<file path="src/alu_cfg.svh">
// ALU datapath configuration
// Data, opcode and condition-code widths shared by packages and RTL

`ifndef ALU_CFG_SVH
`define ALU_CFG_SVH

// Operand and result width
`define ALU_WIDTH 16

// Opcode enum width, room for 32 encodings
`define ALU_OP_BITS 5

// Condition-code enum width
`define COND_BITS 3

`endif

</file>
<file path="src/aluPkg.sv">
// ALU types
// Control word, opcode set and flag bundle of the flag-driven ALU

`default_nettype none
`include "alu_cfg.svh"

package aluPkg;

    // Six control bits, ex is the MSB
    typedef struct packed {
        logic ex;
        logic nx;
        logic ey;
        logic ny;
        logic f;
        logic no;
    } aluCtrl_t;

    typedef enum logic [`ALU_OP_BITS-1:0] {
        opZero,
        opOne,
        opMinusOne,
        opX,
        opY,
        opNotX,
        opNotY,
        opNegX,
        opNegY,
        opIncX,
        opIncY,
        opDecX,
        opDecY,
        opAdd,
        opSubXY,
        opSubYX,
        opAnd,
        opOr
    } aluOp_e;

    // Carry is only meaningful for adder ops
    typedef struct packed {
        logic zero;
        logic lt;
        logic carry;
    } aluFlags_t;

endpackage

`default_nettype wire

</file>
<file path="src/datapathPkg.sv">
// Datapath types
// Condition codes tested against stored flags and the per-exec request

`default_nettype none
`include "alu_cfg.svh"

package datapathPkg;

    typedef enum logic [`COND_BITS-1:0] {
        condNever,
        condGt,
        condEq,
        condGe,
        condLt,
        condNe,
        condLe,
        condAlways
    } cond_e;

    // Operation issued with exec
    typedef struct packed {
        aluPkg::aluOp_e op;
        logic           useCarry;
    } opReq_t;

endpackage

`default_nettype wire

</file>
<file path="src/operandRegs.sv">
// Operand registers
// X and Y each load dataIn on their own strobe and hold otherwise

`timescale 1ns/100ps
`default_nettype none
`include "alu_cfg.svh"

module operandRegs (
    input  logic                  clk,
    input  logic                  rstN,
    input  logic [`ALU_WIDTH-1:0] dataIn,
    input  logic                  loadX,
    input  logic                  loadY,
    output logic [`ALU_WIDTH-1:0] x,
    output logic [`ALU_WIDTH-1:0] y
);

    always_ff @(posedge clk or negedge rstN) begin
        if (!rstN) begin
            x <= '0;
        end else if (loadX) begin
            x <= dataIn;
        end
    end

    // Loads independently, both may fire together
    always_ff @(posedge clk or negedge rstN) begin
        if (!rstN) begin
            y <= '0;
        end else if (loadY) begin
            y <= dataIn;
        end
    end

    // X must hold across any edge without loadX
    assert property (@(posedge clk) disable iff (!rstN)
        !loadX |=> $stable(x));

endmodule

`default_nettype wire

</file>
<file path="src/alu.sv">
// Flag-driven ALU
// Decodes an opcode into ex/nx/ey/ny/f/no, computes on x and y, registers result and flags

`timescale 1ns/100ps
`default_nettype none
`include "alu_cfg.svh"

module alu (
    input  logic                  clk,
    input  logic                  rstN,
    input  logic                  exec,
    input  aluPkg::aluOp_e        op,
    input  logic                  carryIn,
    input  logic [`ALU_WIDTH-1:0] x,
    input  logic [`ALU_WIDTH-1:0] y,
    output logic [`ALU_WIDTH-1:0] result,
    output aluPkg::aluFlags_t     newFlags,
    output logic                  flagsValid
);

    aluPkg::aluCtrl_t      ctrl;
    logic [`ALU_WIDTH-1:0] xg;
    logic [`ALU_WIDTH-1:0] yg;
    logic [`ALU_WIDTH:0]   sum;
    logic                  addCin;
    logic [`ALU_WIDTH-1:0] fOut;
    logic [`ALU_WIDTH-1:0] outVal;
    aluPkg::aluFlags_t     flagsNext;

    // Bit order ex_nx_ey_ny_f_no
    always_comb begin
        case (op)
            aluPkg::opZero:     ctrl = 6'b0_0_0_0_1_0;
            aluPkg::opOne:      ctrl = 6'b0_1_0_1_1_1;
            aluPkg::opMinusOne: ctrl = 6'b0_1_0_1_0_0;
            aluPkg::opX:        ctrl = 6'b1_0_0_0_1_0;
            aluPkg::opY:        ctrl = 6'b0_0_1_0_1_0;
            aluPkg::opNotX:     ctrl = 6'b1_1_0_0_1_0;
            aluPkg::opNotY:     ctrl = 6'b0_0_1_1_1_0;
            aluPkg::opNegX:     ctrl = 6'b1_0_0_1_1_1;
            aluPkg::opNegY:     ctrl = 6'b0_1_1_0_1_1;
            aluPkg::opIncX:     ctrl = 6'b1_1_0_1_1_1;
            aluPkg::opIncY:     ctrl = 6'b0_1_1_1_1_1;
            aluPkg::opDecX:     ctrl = 6'b1_0_0_1_1_0;
            aluPkg::opDecY:     ctrl = 6'b0_1_1_0_1_0;
            aluPkg::opAdd:      ctrl = 6'b1_0_1_0_1_0;
            aluPkg::opSubXY:    ctrl = 6'b1_1_1_0_1_1;
            aluPkg::opSubYX:    ctrl = 6'b1_0_1_1_1_1;
            aluPkg::opAnd:      ctrl = 6'b1_0_1_0_0_0;
            aluPkg::opOr:       ctrl = 6'b1_1_1_1_0_1;
            default:            ctrl = '0;
        endcase
    end

    // Gate then optionally invert each operand
    always_comb begin
        xg = ctrl.ex ? x : '0;
        if (ctrl.nx) begin
            xg = ~xg;
        end
        yg = ctrl.ey ? y : '0;
        if (ctrl.ny) begin
            yg = ~yg;
        end
    end

    assign addCin = ctrl.f & carryIn;
    assign sum    = {1'b0, xg} + {1'b0, yg} + {{`ALU_WIDTH{1'b0}}, addCin};
    assign fOut   = ctrl.f ? sum[`ALU_WIDTH-1:0] : (xg & yg);
    assign outVal = ctrl.no ? ~fOut : fOut;

    always_comb begin
        flagsNext.zero  = (outVal == '0);
        flagsNext.lt    = outVal[`ALU_WIDTH-1];
        flagsNext.carry = ctrl.f & sum[`ALU_WIDTH];
    end

    always_ff @(posedge clk or negedge rstN) begin
        if (!rstN) begin
            result     <= '0;
            newFlags   <= '0;
            flagsValid <= 1'b0;
        end else begin
            flagsValid <= exec;
            if (exec) begin
                result   <= outVal;
                newFlags <= flagsNext;
            end
        end
    end

    // flagsValid is exactly the delayed exec strobe
    assert property (@(posedge clk) disable iff (!rstN)
        flagsValid |-> $past(exec));

    // Zero flag travels with its result
    assert property (@(posedge clk) disable iff (!rstN)
        flagsValid |-> (newFlags.zero == (result == '0)));

endmodule

`default_nettype wire

</file>
<file path="src/statusReg.sv">
// Status register
// Stores ALU flags, feeds carry for chained adds, evaluates condition codes

`timescale 1ns/100ps
`default_nettype none

module statusReg (
    input  logic                clk,
    input  logic                rstN,
    input  logic                flagsValid,
    input  aluPkg::aluFlags_t   newFlags,
    input  logic                useCarry,
    input  datapathPkg::cond_e  cond,
    output logic                carryIn,
    output aluPkg::aluFlags_t   flags,
    output logic                condTrue
);

    always_ff @(posedge clk or negedge rstN) begin
        if (!rstN) begin
            flags <= '0;
        end else if (flagsValid) begin
            flags <= newFlags;
        end
    end

    assign carryIn = useCarry & flags.carry;

    always_comb begin
        condTrue = 1'b0;
        case (cond)
            datapathPkg::condNever:  condTrue = 1'b0;
            datapathPkg::condGt:     condTrue = !flags.lt && !flags.zero;
            datapathPkg::condEq:     condTrue = flags.zero;
            datapathPkg::condGe:     condTrue = !flags.lt;
            datapathPkg::condLt:     condTrue = flags.lt;
            datapathPkg::condNe:     condTrue = !flags.zero;
            datapathPkg::condLe:     condTrue = flags.lt || flags.zero;
            datapathPkg::condAlways: condTrue = 1'b1;
        endcase
    end

endmodule

`default_nettype wire

</file>
<file path="src/aluDatapath.sv">
// ALU datapath top
// Operand registers, ALU and status register with a bus-style result output

`timescale 1ns/100ps
`default_nettype none
`include "alu_cfg.svh"

module aluDatapath (
    input  logic                  clk,
    input  logic                  rstN,
    input  logic [`ALU_WIDTH-1:0] dataIn,
    input  logic                  loadX,
    input  logic                  loadY,
    input  logic                  exec,
    input  datapathPkg::opReq_t   req,
    input  datapathPkg::cond_e    cond,
    input  logic                  busEnable,
    output logic [`ALU_WIDTH-1:0] busData,
    output logic                  busDrive,
    output aluPkg::aluFlags_t     flags,
    output logic                  condTrue
);

    logic [`ALU_WIDTH-1:0] opX;
    logic [`ALU_WIDTH-1:0] opY;
    logic                  carryIn;
    aluPkg::aluFlags_t     newFlags;
    logic                  flagsValid;

    operandRegs uOperandRegs (
        .clk    (clk),
        .rstN   (rstN),
        .dataIn (dataIn),
        .loadX  (loadX),
        .loadY  (loadY),
        .x      (opX),
        .y      (opY)
    );

    // Registered result doubles as the bus value
    alu uAlu (
        .clk        (clk),
        .rstN       (rstN),
        .exec       (exec),
        .op         (req.op),
        .carryIn    (carryIn),
        .x          (opX),
        .y          (opY),
        .result     (busData),
        .newFlags   (newFlags),
        .flagsValid (flagsValid)
    );

    statusReg uStatusReg (
        .clk        (clk),
        .rstN       (rstN),
        .flagsValid (flagsValid),
        .newFlags   (newFlags),
        .useCarry   (req.useCarry),
        .cond       (cond),
        .carryIn    (carryIn),
        .flags      (flags),
        .condTrue   (condTrue)
    );

    // No tristate, drive level marks busData valid
    assign busDrive = busEnable;

endmodule

`default_nettype wire

</file>
<file path="config.mk">
export PLATFORM = sky130hd
export DESIGN_NAME = aluDatapath
export DESIGN_NICKNAME = d
export VERILOG_FILES = /design/src/aluPkg.sv /design/src/datapathPkg.sv /design/src/operandRegs.sv /design/src/alu.sv /design/src/statusReg.sv /design/src/aluDatapath.sv
export VERILOG_INCLUDE_DIRS = /design/src
export SDC_FILE = /design/constraint.sdc
export NUM_CORES = 1
export LEC_CHECK = 0
export ABC_AREA = 1
export ABC_CLOCK_PERIOD_IN_PS = 3600
export CORE_MARGIN = 2
export CORE_UTILIZATION = 50
export DETAILED_ROUTE_END_ITERATION = 7
export DONT_BUFFER_PORTS = 1
export GPL_TIMING_DRIVEN = 0
export SLEW_MARGIN = 20
export SYNTH_ARGS = -nofsm -noshare
export SYNTH_HDL_FRONTEND = slang
export SYNTH_SLANG_ARGS = --single-unit
</file>
<file path="constraint.sdc">
create_clock -name clk -period 3.6 [get_ports clk]
set_clock_uncertainty 0.2 [all_clocks]
set_input_delay 0.18 -clock clk [delete_from_list [all_inputs] [get_ports clk]]
set_output_delay 0.18 -clock clk [all_outputs]
set_load 0.01 [all_outputs]
</file>
==> run summary <==
## Drt
• remaining antenna violation count: 0
• drt pass-1 iters: 6
• DR WL/cell: 12.72 um
• detailed-route via count: 4056
• remaining routing DRC violations: 0
• routed wire length: 10.24 mm
• routed vias/inst: 5.039
• drt initial violations: 188

## Clock network
• clk sinks: 54
• clock tree from TritonCTS: built
• buffers from clock root to sink, at most: 2
• CTS Buf Count: 5
• H-Tree Depth: 2
• clock-pin slew reported for the worst setup and hold paths after clock tree synthesis: 0.11 ns
• Clock Root Buffer: clkbuf_8
• Clock Latency Late Sink: 0.31 ns

## Critical path
• required arrival time at the worst endpoint: 3.66 ns
• cell depth of the worst flop-to-flop path: 21
• Crit path arrival time: 3.42 ns
• Critical Path Start Type: input pin
• Critical Path End Type: register
• setup slack of the most critical reg-to-reg path: 0.65 ns
• worst reg2reg path startpoint: uOperandRegs.x[0]
• R2R Path End: uAlu.newFlags[2]
• beginning of the critical path: req[1]
• kind of critical path: input pin to register
• destination of the critical timing path: uAlu.newFlags[2]
• Critical Path Fanout Max: 10

## Layout
• number of nets at the end of the flow: 752
• count of filler cells inserted in the layout: 837
• number of non-filler instances in the completed layout: 805
• number of antenna cells inserted: 0
• area growth from synthesis to layout: 15.16%
• ratio of cells with drive above 1 in the final layout: 10.33%
• commonest cells after routing, fill and taps aside: nand2_1, inv_1, nor2_1
• most frequent standard cell in the layout excluding fill and tap cells: nand2_1

## Worst hold path
• worst hold path class: input pin to register

## Die
• die outline area: 9515 um^2
• number of placement rows: 34
• initial core utilization: 50.92%
• number of primary I/O pins: 52
• area of the core: 8593 um^2
• die width: 97.55 um
• Die Height: 97.55 um

## Timing
• slew at the pin closest to its max-slew limit: 0.5309 ns
• max-slew violation count: 0
• final count of hold timing violations: 0
• endpoints failing setup: 0
• Tmin final: 3.363 ns
• ratio of final minimum period to clock period: 93.42%
• top achievable clock speed: 0.2973 GHz
• relative slew slack: 64.61%

## Global route
• initial antenna violation count: 0
• leftover overflow at the end of global routing: 0
• GRT Resource Usage Total: 23.04%
• first-pass GRT wire length: 18.49 mm
• vias in the first global route: 4038
• largest net degree at the start of global routing: 55

## Synth
• Synthesized Nets: 710
• count of flip-flops with a built-in enable after synthesis: 0
• count of cell types in the netlist: 36
• per-instance average area after synthesis: 6.690 um^2
• Seq cells post-synth: 54
• Yosys Warn Count: 0
• Post-Synthesis Cells: 654
• top_reg_cell synth: dfrtp_1
• Synth async-reset ratio: 100.0%
• post-synthesis sequential area ratio: 30.88%
• Mapped Area: 4375 um^2

## Pwr
• pwr dens: 422.6 nW/um^2
• Design Power: 2.129 mW
• static leakage: 2.642 nW
• IR Drop Worst-Case VDD: 0.0002225 V

## Placed design
• Inst Count DP: 762
• post-detail-place hpwl: 7.912 mm
• Port-buffer cells: 0
• final RePlAce weighted congestion: 0.8952

## Status
• outcome: finished clean

## Flow run
• Maximum Capacitance Violations: 0

==> metrics by stage <==
step | setup TNS (ns) | hold WS [ns] | cell area (um^2) | setup WS (ns) | util [%]
floorplan | 0 | -0.3156 | 4383 | 0.01975 | -
global placement | -1.952 | -0.3141 | 4518 | -0.5895 | 52.58
detailed placement | -2.419 | -0.3141 | 4518 | -0.6382 | 52.58
CTS | 0 | 0.07207 | 4905 | 0.01433 | 57.08
global route | -0.03673 | 0.1116 | 5039 | -0.03673 | 58.63
finish | 0 | 0.08021 | 5039 | 0.2369 | 58.63
==> Yosys cell counts, types with 2 or more instances <==
cell,instances,area [um^2]
nand3_1,35,175.2
buf_4,6,45.04
dfrtp_1,54,1351
a21oi_4,3,48.80
clkbuf_1,10,37.54
and2_1,3,18.77
o22ai_1,2,12.51
a31oi_1,10,62.56
nand2_2,6,37.54
nand3b_1,6,45.04
ha_1,23,287.8
inv_2,3,11.26
nand2_1,221,829.6
fa_1,2,40.04
o211ai_1,3,22.52
nor2_1,71,266.5
a21oi_1,10,50.05
o21ai_0,46,230.2
xnor2_1,17,148.9
buf_6,3,33.78
inv_1,80,300.3
xor2_1,16,140.1
or2_2,4,25.02
nand4_1,7,43.79
or2_1,2,12.51
==> cell families after synthesis <==
kind of cell               share of synthesized area, %
and+or+nand+nor                                   33.74
xor gates and xnor gates                          6.605
AOI/OAI and AO/OA                                 10.49
DFF                                               30.88
adders and majority gates                         7.492
muxes                                            0.2573
buffers and inverters                             10.52
==> layer usage <==
metal,wire length (um),vias to the layer above,GRT usage [%]
li1,-,2123,-
met1,5078,1822,31.85
met2,4634,103,38.62
met3,431,8,3.237
met4,93,0,4.808
met5,0,-,0
==> repair_timing <==
| action | in CTS | in global routing |
|---|---|---|
| setup endpoints to repair | 2 | 3 |
| hold buffers | 23 | 0 |
| resized for setup | 10 | 13 |
| setup buffers | 3 | 11 |
| endpoints found under the hold margin | 92 | 0 |
| pin swaps | 3 | 6 |
==> power breakdown <==
part / leakage (nW) / switching (mW) / internal, mW
sequential: 0.652 / 0.0589 / 0.684
clock: 0.0483 / 0.220 / 0.138
combinational: 1.94 / 0.631 / 0.397
==> worst min-delay path by stage <==
stage,from,end,slack [ns],cells past startpoint
6_report,loadY,uOperandRegs.y[1],0.08,3
3_5_place_dp,rstN,uAlu.result[2],-0.31,0
4_1_cts,loadY,uOperandRegs.y[1],0.07,3
3_3_place_gp,rstN,uAlu.result[2],-0.31,0
5_1_grt,req[4],uAlu.result[3],0.11,5
2_1_floorplan,rstN,uAlu.flagsValid,-0.32,0
==> sequential cells by signal, indices dropped and copies added (netlist names) <==
name / count
uAlu.flagsValid: 1
uAlu.newFlags: 3
uAlu.result: 15
uOperandRegs.x: 16
uOperandRegs.y: 16
uStatusReg.flags: 3
==> worst max-delay path, stage by stage <==
cell	delay, ns
clkinvlp_4	0.11
ha_4	0.26
or2_2	0.30
o21ai_0	0.08
nand2_1	0.08
o21ai_2	0.08
a21oi_4	0.10
buf_12	0.16
xor2_4	0.17
fa_2	0.24
inv_1	0.06
fa_2	0.37
inv_2	0.09
nand2_1	0.06
nand2_2	0.09
nand3_1	0.07
nand2_1	0.09
nand2_1	0.05
nand2_1	0.09
nor2_1	0.05
nor2_1	0.12
nand3_1	0.10
nor2_1	0.09
nand2_1	0.07
nor2_2	0.08
nand3_1	0.08
nand2_1	0.06
==> final cells by class <==
cell class | count | area [um^2] | share of cell area [%]
timing repair buffer | 37 | 352.8 | 7.003
sequential | 54 | 1351 | 26.82
clock buffer | 5 | 68.82 | 1.366
inverter | 85 | 342.8 | 6.804
buffer | 19 | 136.4 | 2.707
tap | 108 | 135.1 | 2.682
multi-input combinational | 494 | 2633 | 52.25
clock inverter | 3 | 18.77 | 0.3725
Note: power is estimated with default switching activity, not from simulation.
